`src/verilog/rv32i_types.sv`:
```
package rv32i_types;

    // data memory geometry
    // word index width for 256 words of 4 bytes
    localparam int DMEM_ADDR_WIDTH = 8;
    // one bank per byte of a word
    localparam int DMEM_LANES = 4;

    // base opcodes from instr[6:0]
    typedef enum logic [6:0] {
        op_lui   = 7'b0110111,
        op_auipc = 7'b0010111,
        op_jal   = 7'b1101111,
        op_jalr  = 7'b1100111,
        op_br    = 7'b1100011,
        op_load  = 7'b0000011,
        op_store = 7'b0100011,
        op_imm   = 7'b0010011,
        op_reg   = 7'b0110011
    } rv32i_opcode_t;

    // load widths in the funct3 field
    typedef enum logic [2:0] {
        lb  = 3'b000,
        lh  = 3'b001,
        lw  = 3'b010,
        lbu = 3'b100,
        lhu = 3'b101
    } load_funct3_t;

    // store widths in the funct3 field
    typedef enum logic [2:0] {
        sb = 3'b000,
        sh = 3'b001,
        sw = 3'b010
    } store_funct3_t;

    // memory side of the control word
    typedef struct packed {
        logic          mem_read;
        logic          mem_write;
        load_funct3_t  load_funct3;
        store_funct3_t store_funct3;
    } mem_ctrl_t;

    // decoded control carried down the pipe
    typedef struct packed {
        rv32i_opcode_t opcode;
        mem_ctrl_t     mem_ctrlwd;
    } ctrl_word_t;

    // EX/MEM register contents
    typedef struct packed {
        logic        valid;
        ctrl_word_t  ctrl_wd;
        logic [4:0]  rd;
        logic [31:0] alu_out;
        // byte address of the access
        logic [31:0] mar;
        // store source still in the low lanes
        logic [31:0] mem_data_out;
        logic [31:0] u_imm;
    } ex_mem_stage_t;

    // MEM/WB register contents
    typedef struct packed {
        logic        valid;
        ctrl_word_t  ctrl_wd;
        logic [4:0]  rd;
        logic [31:0] alu_out;
        logic [31:0] u_imm;
        // byte offset inside the loaded word
        logic [1:0]  mar_low;
    } mem_wb_stage_t;

    // register file write request
    typedef struct packed {
        logic        reg_write;
        logic [4:0]  rd;
        logic [31:0] value;
    } wb_result_t;

endpackage

```
`src/verilog/writeback.sv`:
```
`timescale 1ns/1ps

module writeback
    import rv32i_types::*;
(
    input  logic          clk,
    input  logic          reset,
    input  mem_wb_stage_t mem_out,
    input  logic [31:0]   dmem_rdata,
    output wb_result_t    wb_out
);

    mem_wb_stage_t wb_reg;
    logic [7:0]    load_byte;
    logic [15:0]   load_half;
    logic [31:0]   load_data;
    rv32i_opcode_t opcode;

    // MEM/WB register with only valid cleared on reset
    always_ff @(posedge clk) begin
        wb_reg <= mem_out;
        if (reset) begin
            wb_reg.valid <= 1'b0;
        end
    end

    assign opcode = wb_reg.ctrl_wd.opcode;

    // lane pick from the byte offset
    assign load_byte = dmem_rdata[8*wb_reg.mar_low +: 8];
    assign load_half = wb_reg.mar_low[1] ? dmem_rdata[31:16] : dmem_rdata[15:0];

    // sign or zero extend by width
    always_comb begin
        case (wb_reg.ctrl_wd.mem_ctrlwd.load_funct3)
            lb:  load_data = {{24{load_byte[7]}}, load_byte};
            lbu: load_data = {24'b0, load_byte};
            lh:  load_data = {{16{load_half[15]}}, load_half};
            lhu: load_data = {16'b0, load_half};
            lw:  load_data = dmem_rdata;
            default: load_data = dmem_rdata;
        endcase
    end

    // result select
    always_comb begin
        case (opcode)
            op_load: wb_out.value = load_data;
            op_lui:  wb_out.value = wb_reg.u_imm;
            // alu already formed pc+4 or pc+imm for jumps and auipc
            default: wb_out.value = wb_reg.alu_out;
        endcase
    end

    // stores and branches have no destination and x0 is never written
    assign wb_out.reg_write = wb_reg.valid && (opcode != op_store) && (opcode != op_br)
                              && (wb_reg.rd != 5'd0);
    assign wb_out.rd = wb_reg.rd;

    // a load of a word never stored would leave X in the bank register
    a_load_known: assert property (
        @(posedge clk) disable iff (reset)
        (wb_out.reg_write && opcode == op_load) |-> !$isunknown(wb_out.value)
    ) else $error("writeback: load of unwritten memory");

endmodule
```
`config.mk`:
```
export PLATFORM = sky130hd
export DESIGN_NAME = writeback
export DESIGN_NICKNAME = d
export VERILOG_FILES = /design/src/verilog/rv32i_types.sv /design/src/verilog/writeback.sv
export SDC_FILE = /design/constraint.sdc
export NUM_CORES = 1
export LEC_CHECK = 0
export BUFFER_PORTS_ARGS = -buffer_cell sky130_fd_sc_hd__buf_2
export CAP_MARGIN = 40
export CORE_UTILIZATION = 35
export CTS_CLUSTER_DIAMETER = 150
export DETAILED_ROUTE_END_ITERATION = 8
export PLACE_DENSITY = 0.66
export SETUP_SLACK_MARGIN = 0.15
export SLEW_MARGIN = 30
export SYNTH_ARGS = -nofsm -noshare
export SYNTH_HDL_FRONTEND = slang
export SYNTH_SLANG_ARGS = --single-unit
```
`constraint.sdc`:
```
create_clock -name clk -period 2.3 [get_ports clk]
set_input_delay 0.575 -clock clk [delete_from_list [all_inputs] [get_ports clk]]
set_output_delay 0.575 -clock clk [all_outputs]
set_load 0.01 [all_outputs]
```
==> results.toml <==
[sta]
period_share = 1.17
maxSlewHeadroom = 0.539
fmax_ghz = 0.372
hold_ws_ns = 0.300
worstMarginPinSlew_ns = 0.691
slew_viol_final = 0
grt_setup_unrepaired = "true"
layout_min_cycle_time_ns = 2.69
layout_setup_ws_ns = -0.389
tns_ns = -10.55
setup_violations = 32
final-hold-violation-count = 0

[floorplan]
rows = 35
die_h_um = 99.3
io_pins = 159
die_area_um2 = 9870
start_util = 0.361
core_um2 = 9200
die_w_um = 99.3

[synthesis]
ys.flop_type = "dfxtp_1"
netlist.area_leader.share = 0.495
synthTopCellsByArea = "dfxtp_1 (50%), a21oi_1 (8.2%), nand2_1 (6.6%)"
synth_area_per_cell_um2 = 8.94
synth_warnings = 0
postSynth.asyncResetShare = 0
synthAdderAreaFrac = 0
synth_edf_count = 0
synth-seq-cells = 82
yosys.area.top_type = "dfxtp_1"
synth_cells = 371
syn-cell-area_um2 = 3320
yosys-mux-area-fraction = 0.0509
synth_xor_area_frac = 0
synth_compound_gate_area_share = 0.232
yosysSeqAreaShare = 0.495
synth_fp_nets = 492
netlist-cell-type-count = 42
synthSimpleGateAreaFrac = 0.171
synth_top_family_by_area = "compound AO/OA/AOI/OAI gates"

[global_routing]
grt_max_degree = 41
grt_use_total = 0.224
grt-ovfl-total = 0
grt_pass1_vias = 3375
antenna_found_initial = 0
grt_pass1_wl_mm = 17.0

[detailed_routing]
wl_per_cell_um = 16.9
drc = 0
routed_wirelength_mm = 11.4
drt_iter0_drc = 149
drt_pass1_iterations = 4
via_per_inst = 5.22
postRouteAntennaNets = 0
vias = 3513

[placed_design]
place_ws_ns = -0.249
place.gp.congestion = 0.859
portBuffers = 153
dp_hpwl_mm = 7.89
place_inst = 644

[worst_setup_path]
crit_path_max_fanout = 8
crit_type = "reg2out"
end_kind = "output port"
critical_path_required_ns = 1.73
arrival_ns = 2.11
start_kind = "register"

[run_status]
violations = "negative setup slack"
outcome = "finished, violations left"

[finish]
layout.nets = 678
fillerInstances = 819
final-seq-area_um2 = 1650
largest_reg_flops = 70
n_antenna_cell = 0
multiInputGateArea_um2 = 1960
drive_above_1_share = 0.550
final_cell_count_no_fill = 673
syn_to_final_growth_pct = 64.1

[cts]
ctsHtreeMaxLevel = 3
cts_tree = "yes"
cts_root_buf = "clkbuf_8"
cts_buffers = 9
clockBufferDepth = 2
clkSinkCount = 82
clk_pin_slew_worst_paths_ns = 0.10

[run]
cap_violations = 0

[power]
peakVddDrop_mv = 0.389
p_total_mw = 3.32
power_density_nw_per_um2 = 610
power.leakage_nw = 2.51

[min_path]
hold_path.class = "in2reg"
-- metal layers --
layer,vias up,part of all wire,track usage
met1,1660,0.42,0.274
met5,-,0,0
li1,1699,-,-
met3,23,0.054,0.0534
met2,131,0.50,0.377
met4,0,0.026,0.0962
-- critical path, stage by stage (launching register included) --
cell      delay [ns]
dfxtp_4         0.36
buf_12          0.13
or3_4           0.39
a311oi_4        0.41
buf_4           0.18
nand2_1         0.04
o21ai_1         0.09
buf_2           0.15
-- cell usage after synthesis, types with 4 or more instances --
cell,count
nor2b_1,8
nand2_1,58
buf_2,6
nor2_1,9
mux2i_1,12
buf_4,5
a21o_1,6
nand3_1,5
a21oi_1,54
clkbuf_1,20
and3_1,19
inv_1,4
a32oi_1,6
a2bb2oi_1,4
o211ai_1,8
o22ai_1,15
dfxtp_1,82
o21ai_0,16
-- area by class of cell --
type	count	area share
repair buffers	207	0.266
clock buffers	9	0.0228
flip-flops and latches	82	0.304
inverters	4	0.00276
multi-input cells	253	0.360
clock inverters	7	0.0195
well taps	111	0.0255
-- final timing paths --
kind / cells after the start / from / to
max: 7 / wb_reg[1]$_DFF_P_ / wb_out[14]
min: 1 / mem_out[59] / wb_reg[59]$_DFF_P_
-- per-stage QoR --
step / utilization / instance area [µm²]
3_3_place_gp: 0.498 / 4580
5_1_grt: 0.592 / 5440
6_report: 0.592 / 5440
3_5_place_dp: 0.498 / 4580
4_1_cts: 0.563 / 5170
2_1_floorplan: - / 3460
-- power by group --
part | internal [mW] | switching [mW]
Sequential | 1.50 | 0.0462
Clock | 0.632 | 0.570
Combinational | 0.305 | 0.269
Total | 2.43 | 0.886
-- cells in the final DEF (no fill, tap or decap), types with 3 or more instances in the layout --
cell type,instances
o21ai_1,4
buf_16,3
o211ai_1,8
and3_1,5
nand2_4,5
clkbuf_8,9
dfxtp_2,3
mux2i_1,11
inv_6,3
nor2_1,8
dfxtp_1,77
o21ai_2,8
inv_1,4
a21oi_1,53
a2bb2oi_2,3
and3_4,14
buf_6,17
a32oi_1,5
a31oi_1,3
o22ai_4,11
nand2_2,16
buf_4,35
o22ai_1,3
nand2_1,38
nor2b_1,8
nand3_2,3
o21ai_0,4
buf_2,142
a21o_1,6
buf_12,6
-- logic make-up (layout without fill, tap and decap cells) --
logic type,after synthesis,after routing
buf+inv,36,227
flops,82,82
mux,15,15
compound gates,123,123
simple gates,115,115
-- timing repair --
item	CTS	global route
endpoints found under the hold margin	0	0
setup buffers	6	2
setup endpoints to repair	33	33
hold buffers	0	0
pin swaps	20	40
cloned	3	2
resized for setup	66	46
Note: power is estimated with default switching activity, not from simulation.
