<file path="src/verilog/rv32i_types.sv">
package rv32i_types;

    // data memory geometry
    // word index width for 256 words of 4 bytes
    localparam int DMEM_ADDR_WIDTH = 8;
    // one bank per byte of a word
    localparam int DMEM_LANES = 4;

    // base opcodes from instr[6:0]
    typedef enum logic [6:0] {
        op_lui   = 7'b0110111,
        op_auipc = 7'b0010111,
        op_jal   = 7'b1101111,
        op_jalr  = 7'b1100111,
        op_br    = 7'b1100011,
        op_load  = 7'b0000011,
        op_store = 7'b0100011,
        op_imm   = 7'b0010011,
        op_reg   = 7'b0110011
    } rv32i_opcode_t;

    // load widths in the funct3 field
    typedef enum logic [2:0] {
        lb  = 3'b000,
        lh  = 3'b001,
        lw  = 3'b010,
        lbu = 3'b100,
        lhu = 3'b101
    } load_funct3_t;

    // store widths in the funct3 field
    typedef enum logic [2:0] {
        sb = 3'b000,
        sh = 3'b001,
        sw = 3'b010
    } store_funct3_t;

    // memory side of the control word
    typedef struct packed {
        logic          mem_read;
        logic          mem_write;
        load_funct3_t  load_funct3;
        store_funct3_t store_funct3;
    } mem_ctrl_t;

    // decoded control carried down the pipe
    typedef struct packed {
        rv32i_opcode_t opcode;
        mem_ctrl_t     mem_ctrlwd;
    } ctrl_word_t;

    // EX/MEM register contents
    typedef struct packed {
        logic        valid;
        ctrl_word_t  ctrl_wd;
        logic [4:0]  rd;
        logic [31:0] alu_out;
        // byte address of the access
        logic [31:0] mar;
        // store source still in the low lanes
        logic [31:0] mem_data_out;
        logic [31:0] u_imm;
    } ex_mem_stage_t;

    // MEM/WB register contents
    typedef struct packed {
        logic        valid;
        ctrl_word_t  ctrl_wd;
        logic [4:0]  rd;
        logic [31:0] alu_out;
        logic [31:0] u_imm;
        // byte offset inside the loaded word
        logic [1:0]  mar_low;
    } mem_wb_stage_t;

    // register file write request
    typedef struct packed {
        logic        reg_write;
        logic [4:0]  rd;
        logic [31:0] value;
    } wb_result_t;

endpackage

</file>
<file path="src/verilog/byte_bank.sv">
`timescale 1ns/1ps

module byte_bank
    import rv32i_types::*;
(
    input  logic                       clk,
    input  logic                       reset,
    input  logic [DMEM_ADDR_WIDTH-1:0] index,
    input  logic [7:0]                 wdata,
    input  logic                       write,
    input  logic                       read,
    output logic [7:0]                 rdata
);

    // one byte lane of every word
    logic [7:0] mem [2 ** DMEM_ADDR_WIDTH];

    // write on the closing edge of the cycle
    always_ff @(posedge clk) begin
        if (write) begin
            mem[index] <= wdata;
        end
    end

    // registered read that holds its value between loads
    always_ff @(posedge clk) begin
        if (read) begin
            rdata <= mem[index];
        end
    end

    // an X index would corrupt or read an unknown word
    a_index_known: assert property (
        @(posedge clk) disable iff (reset)
        (write || read) |-> !$isunknown(index)
    ) else $error("byte_bank: unknown index on access");

endmodule

</file>
<file path="config.mk">
export PLATFORM = sky130hd
export DESIGN_NAME = byte_bank
export DESIGN_NICKNAME = d
export VERILOG_FILES = /design/src/verilog/rv32i_types.sv /design/src/verilog/byte_bank.sv
export SDC_FILE = /design/constraint.sdc
export NUM_CORES = 2
export LEC_CHECK = 0
export BUFFER_PORTS_ARGS = -buffer_cell sky130_fd_sc_hd__buf_2
export CAP_MARGIN = 30
export CORE_MARGIN = 3
export CORE_UTILIZATION = 40
export DETAILED_ROUTE_END_ITERATION = 8
export GPL_ROUTABILITY_DRIVEN = 0
export GPL_TIMING_DRIVEN = 0
export PLACE_DENSITY = 0.57
export SLEW_MARGIN = 0
export SYNTH_ARGS = -nofsm -noshare
export SYNTH_HDL_FRONTEND = slang
export SYNTH_SLANG_ARGS = --single-unit
</file>
<file path="constraint.sdc">
create_clock -name clk -period 5.85 [get_ports clk]
set_input_delay 1.17 -clock clk [delete_from_list [all_inputs] [get_ports clk]]
set_output_delay 1.17 -clock clk [all_outputs]
set_load 0.005 [all_outputs]
</file>
==> impl_metrics.ini <==
[logic_synthesis]
synth_enable_flop_cells = 2056
synthesis.area_sq_um = 78600
netlist_instances = 3547
ys_seq_elements = 2056
postSynth.asyncResetShare = 0
synthesized_area_per_cell_sq_um = 22.2
synth_ff_type = sky130_fd_sc_hd__edfxtp_1
yosysWarnings = 0
synth-seq-area-share = 0.786
net_count_of_the_mapped_netlist = 3567
netlist-cell-type-count = 21

[finish]
multi_input_area_sq_um = 15800
fin_cells = 6645
ff_latch_area_sq_um = 61700
synthToLayoutAreaGrowth_pct = 14.1
drive_gt1_frac = 0.242
final.fill_count = 16200
finalNetCount = 3868

[outcome]
outcome = finished, final reports clean

[worst_setup_path]
reg2regPathDepth = 5
critical_path_at_ns = 5.98
worst-r2r-setup-slack_ns = 2.30
critPathKind = in -> reg
crit_path_end_kind = flip-flop
worst-path-max-fanout = 10
startpoint_type = input port
worst-endpoint-required_ns = 6.32
rr_startpoint = mem[175][7]
worst_r2r_endpoint = rdata[7]

[clocking]
cts_stage_hold_buffer_count = 0
cts.reportedPaths.clkPinSlew_ns = 0.06
postCtsResizedCells = 0
cts_root_buffer = sky130_fd_sc_hd__clkbuf_16
cts_htree_levels = 4
setup_fix_buffers_added_after_clock_tree_synthesis = 0
clock_latency_at_the_later_pin_of_the_worst_skew_pair_ns = 0.86
cts_sinks = 2056
cts_tree = yes
clock_path_buffers = 3
cts_buffers = 207

[worst_hold_path]
min_delay_worst_endpoint = rdata[4]
whs_path_depth = 1
worst_min_path_start = read
hold_removal_path_class = in -> reg

[placed_design]
place_ws_ns = -0.432
place_hpwl_um = 142000
numPlacedInstances = 6261
io_buffer_count = 22

[die]
initial_utilization = 0.403
die_area_sq_um = 202000
io_pins = 28
core_area_sq_um = 195000
rows = 162
die_h_um = 449
die_x_um = 449

[sta]
timing.final.hold_violations = 0
max_freq_mhz = 182
report.final.slew_viol_count = 0
post-route-period-util = 0.941
period_minus_slack_ns = 5.51
worst_slew_pin_slew_ns = 1.14
fin_worst_skew_ns = 0.0435
timing.slew.headroom = 0.232
timing.final.ws_setup_ns = 0.342
rsz_0062_raised_after_global_routing = false
setup-violations-final = 0

[flow_run]
timing.max_cap.violations = 0

[routing]
remaining_drc_errors = 0
routed-via-count = 38700
routed_via_density = 5.82
finalWirelength_um = 216000
post_drt_wl_per_cell_um = 32.5
first_drt_iteration_drcs = 5302
ant_nets = 0
dr.pass1.iters = 5

[global_routing]
grt_pass1_vias = 39000
grt_antenna_before_repair = 6
global_route.overflow_total = 0
overall_global_routing_resource_usage = 0.212
grt_first_pass_wirelength_um = 303000
largest_net_degree_at_the_start_of_global_routing = 150

[power_and_ir_drop]
power_density_nw_per_um2 = 342
ir_worst_vdd_v = 0.000331
power_leakage_nw = 27.0
-- per-stage QoR --
step	hold WS (ns)	power (mW)	area [sq um]	TNS (ns)	util
after CTS	0.600	30.9	89600	0	0.459
after global routing	0.640	31.6	89600	0	0.459
after global placement	1.33	18.1	82000	-517.45	0.420
after floorplan	0.896	17.3	78600	0	-
after detailed placement	1.32	18.1	83000	-61.91	0.425
final	0.650	30.7	89600	0	0.459
-- routing by layer --
metal	part of all wire	global-route usage	vias up
met1	0.41	0.298	20900
li1	-	-	15700
met3	0.075	0.0374	365
met2	0.47	0.331	1668
met4	0.043	0.0874	4
met5	0.00028	0	-
-- power breakdown --
part,total (mW),internal [mW],leakage (nW),switching [mW]
combinational,1.51,0.488,5.33,1.02
sequential,16.3,16.2,18.5,0.00874
clock,12.9,7.24,3.20,5.68
-- how the worst max path moves through the flow --
stage                        start     endpoint  cells past startpoint  slack, ns
after floorplan           index[1]  mem[111][0]                      9       2.46
after global routing      index[3]  mem[142][7]                      8       0.41
final                     index[3]  mem[238][5]                      8       0.34
after detailed placement  index[3]   mem[62][1]                      8      -0.43
after CTS                 index[3]   mem[62][6]                      8       0.48
after global placement    index[3]   mem[64][6]                      7      -0.93
-- registers in the layout (all words and copies together) (netlist names) --
register	count
mem	2048
rdata	8
-- area by class of cell --
class,instances,share of cell area
Sequential cell,2056,0.689
Multi-Input combinational cell,1258,0.176
Clock buffer,252,0.0597
Tap cell,2624,0.0366
Clock inverter,127,0.0140
Buffer,232,0.0125
Timing Repair Buffer,92,0.0124
Antenna cell,3,0.0000837
Inverter,1,0.0000419
-- cell families after synthesis --
logic type,count (synthesis),synth area share
buffers and inverters,233,0.0140
and+or+nand+nor,330,0.0173
muxes,512,0.147
DFF,2056,0.786
AOI/OAI and AO/OA,416,0.0362
-- critical path, cell delays in order --
cell and delay, ns:
sky130_fd_sc_hd__clkbuf_1 0.39, sky130_fd_sc_hd__and2_1 0.19, sky130_fd_sc_hd__buf_2 0.29, sky130_fd_sc_hd__clkbuf_1 0.75, sky130_fd_sc_hd__clkbuf_1 0.79, sky130_fd_sc_hd__nand3_1 0.73, sky130_fd_sc_hd__clkbuf_2 0.77, sky130_fd_sc_hd__nor2_1 0.87
-- cells in the final DEF, fill, tap and decap left out --
master and n:
sky130_fd_sc_hd__bufinv_16 16, sky130_fd_sc_hd__nor2b_1 7, sky130_fd_sc_hd__buf_16 13, sky130_fd_sc_hd__inv_1 1, sky130_fd_sc_hd__or2_2 2, sky130_fd_sc_hd__and2_1 3, sky130_fd_sc_hd__buf_8 17, sky130_fd_sc_hd__buf_6 26
sky130_fd_sc_hd__inv_16 4, sky130_fd_sc_hd__mux4_2 512, sky130_fd_sc_hd__nor3_1 23, sky130_fd_sc_hd__nand2b_1 6, sky130_fd_sc_hd__buf_2 63, sky130_fd_sc_hd__edfxtp_1 2056, sky130_fd_sc_hd__nor2_1 232, sky130_fd_sc_hd__nand3_1 13
sky130_fd_sc_hd__a21oi_1 128, sky130_fd_sc_hd__clkinv_4 2, sky130_fd_sc_hd__inv_6 2, sky130_fd_sc_hd__clkbuf_16 207, sky130_fd_sc_hd__clkinvlp_4 4, sky130_fd_sc_hd__nand4_1 8, sky130_fd_sc_hd__buf_4 35, sky130_fd_sc_hd__nor3_2 7
sky130_fd_sc_hd__clkbuf_2 17, sky130_fd_sc_hd__clkinv_2 30, sky130_fd_sc_hd__o41ai_1 32, sky130_fd_sc_hd__clkinv_1 59, sky130_fd_sc_hd__diode_2 3, sky130_fd_sc_hd__clkbuf_1 173, sky130_fd_sc_hd__buf_1 19, sky130_fd_sc_hd__clkinv_8 3
sky130_fd_sc_hd__clkdlybuf4s18_2 1, sky130_fd_sc_hd__or3_1 1, sky130_fd_sc_hd__clkinv_16 7, sky130_fd_sc_hd__buf_12 5, sky130_fd_sc_hd__a22oi_1 256, sky130_fd_sc_hd__nand2_1 28
-- cells in the mapped netlist (16+ instances only) --
cell / n / area, sq um
sky130_fd_sc_hd__a21oi_1: 128 / 641
sky130_fd_sc_hd__a22oi_1: 256 / 1920
sky130_fd_sc_hd__buf_1: 19 / 71.3
sky130_fd_sc_hd__buf_2: 36 / 180
sky130_fd_sc_hd__buf_4: 16 / 120
sky130_fd_sc_hd__buf_6: 16 / 180
sky130_fd_sc_hd__clkbuf_1: 145 / 544
sky130_fd_sc_hd__edfxtp_1: 2056 / 61700
sky130_fd_sc_hd__mux4_2: 512 / 11500
sky130_fd_sc_hd__nand2_1: 28 / 105
sky130_fd_sc_hd__nor2_1: 232 / 871
sky130_fd_sc_hd__nor3_1: 30 / 150
sky130_fd_sc_hd__o41ai_1: 32 / 280
Power figures use the tool's default switching activity.
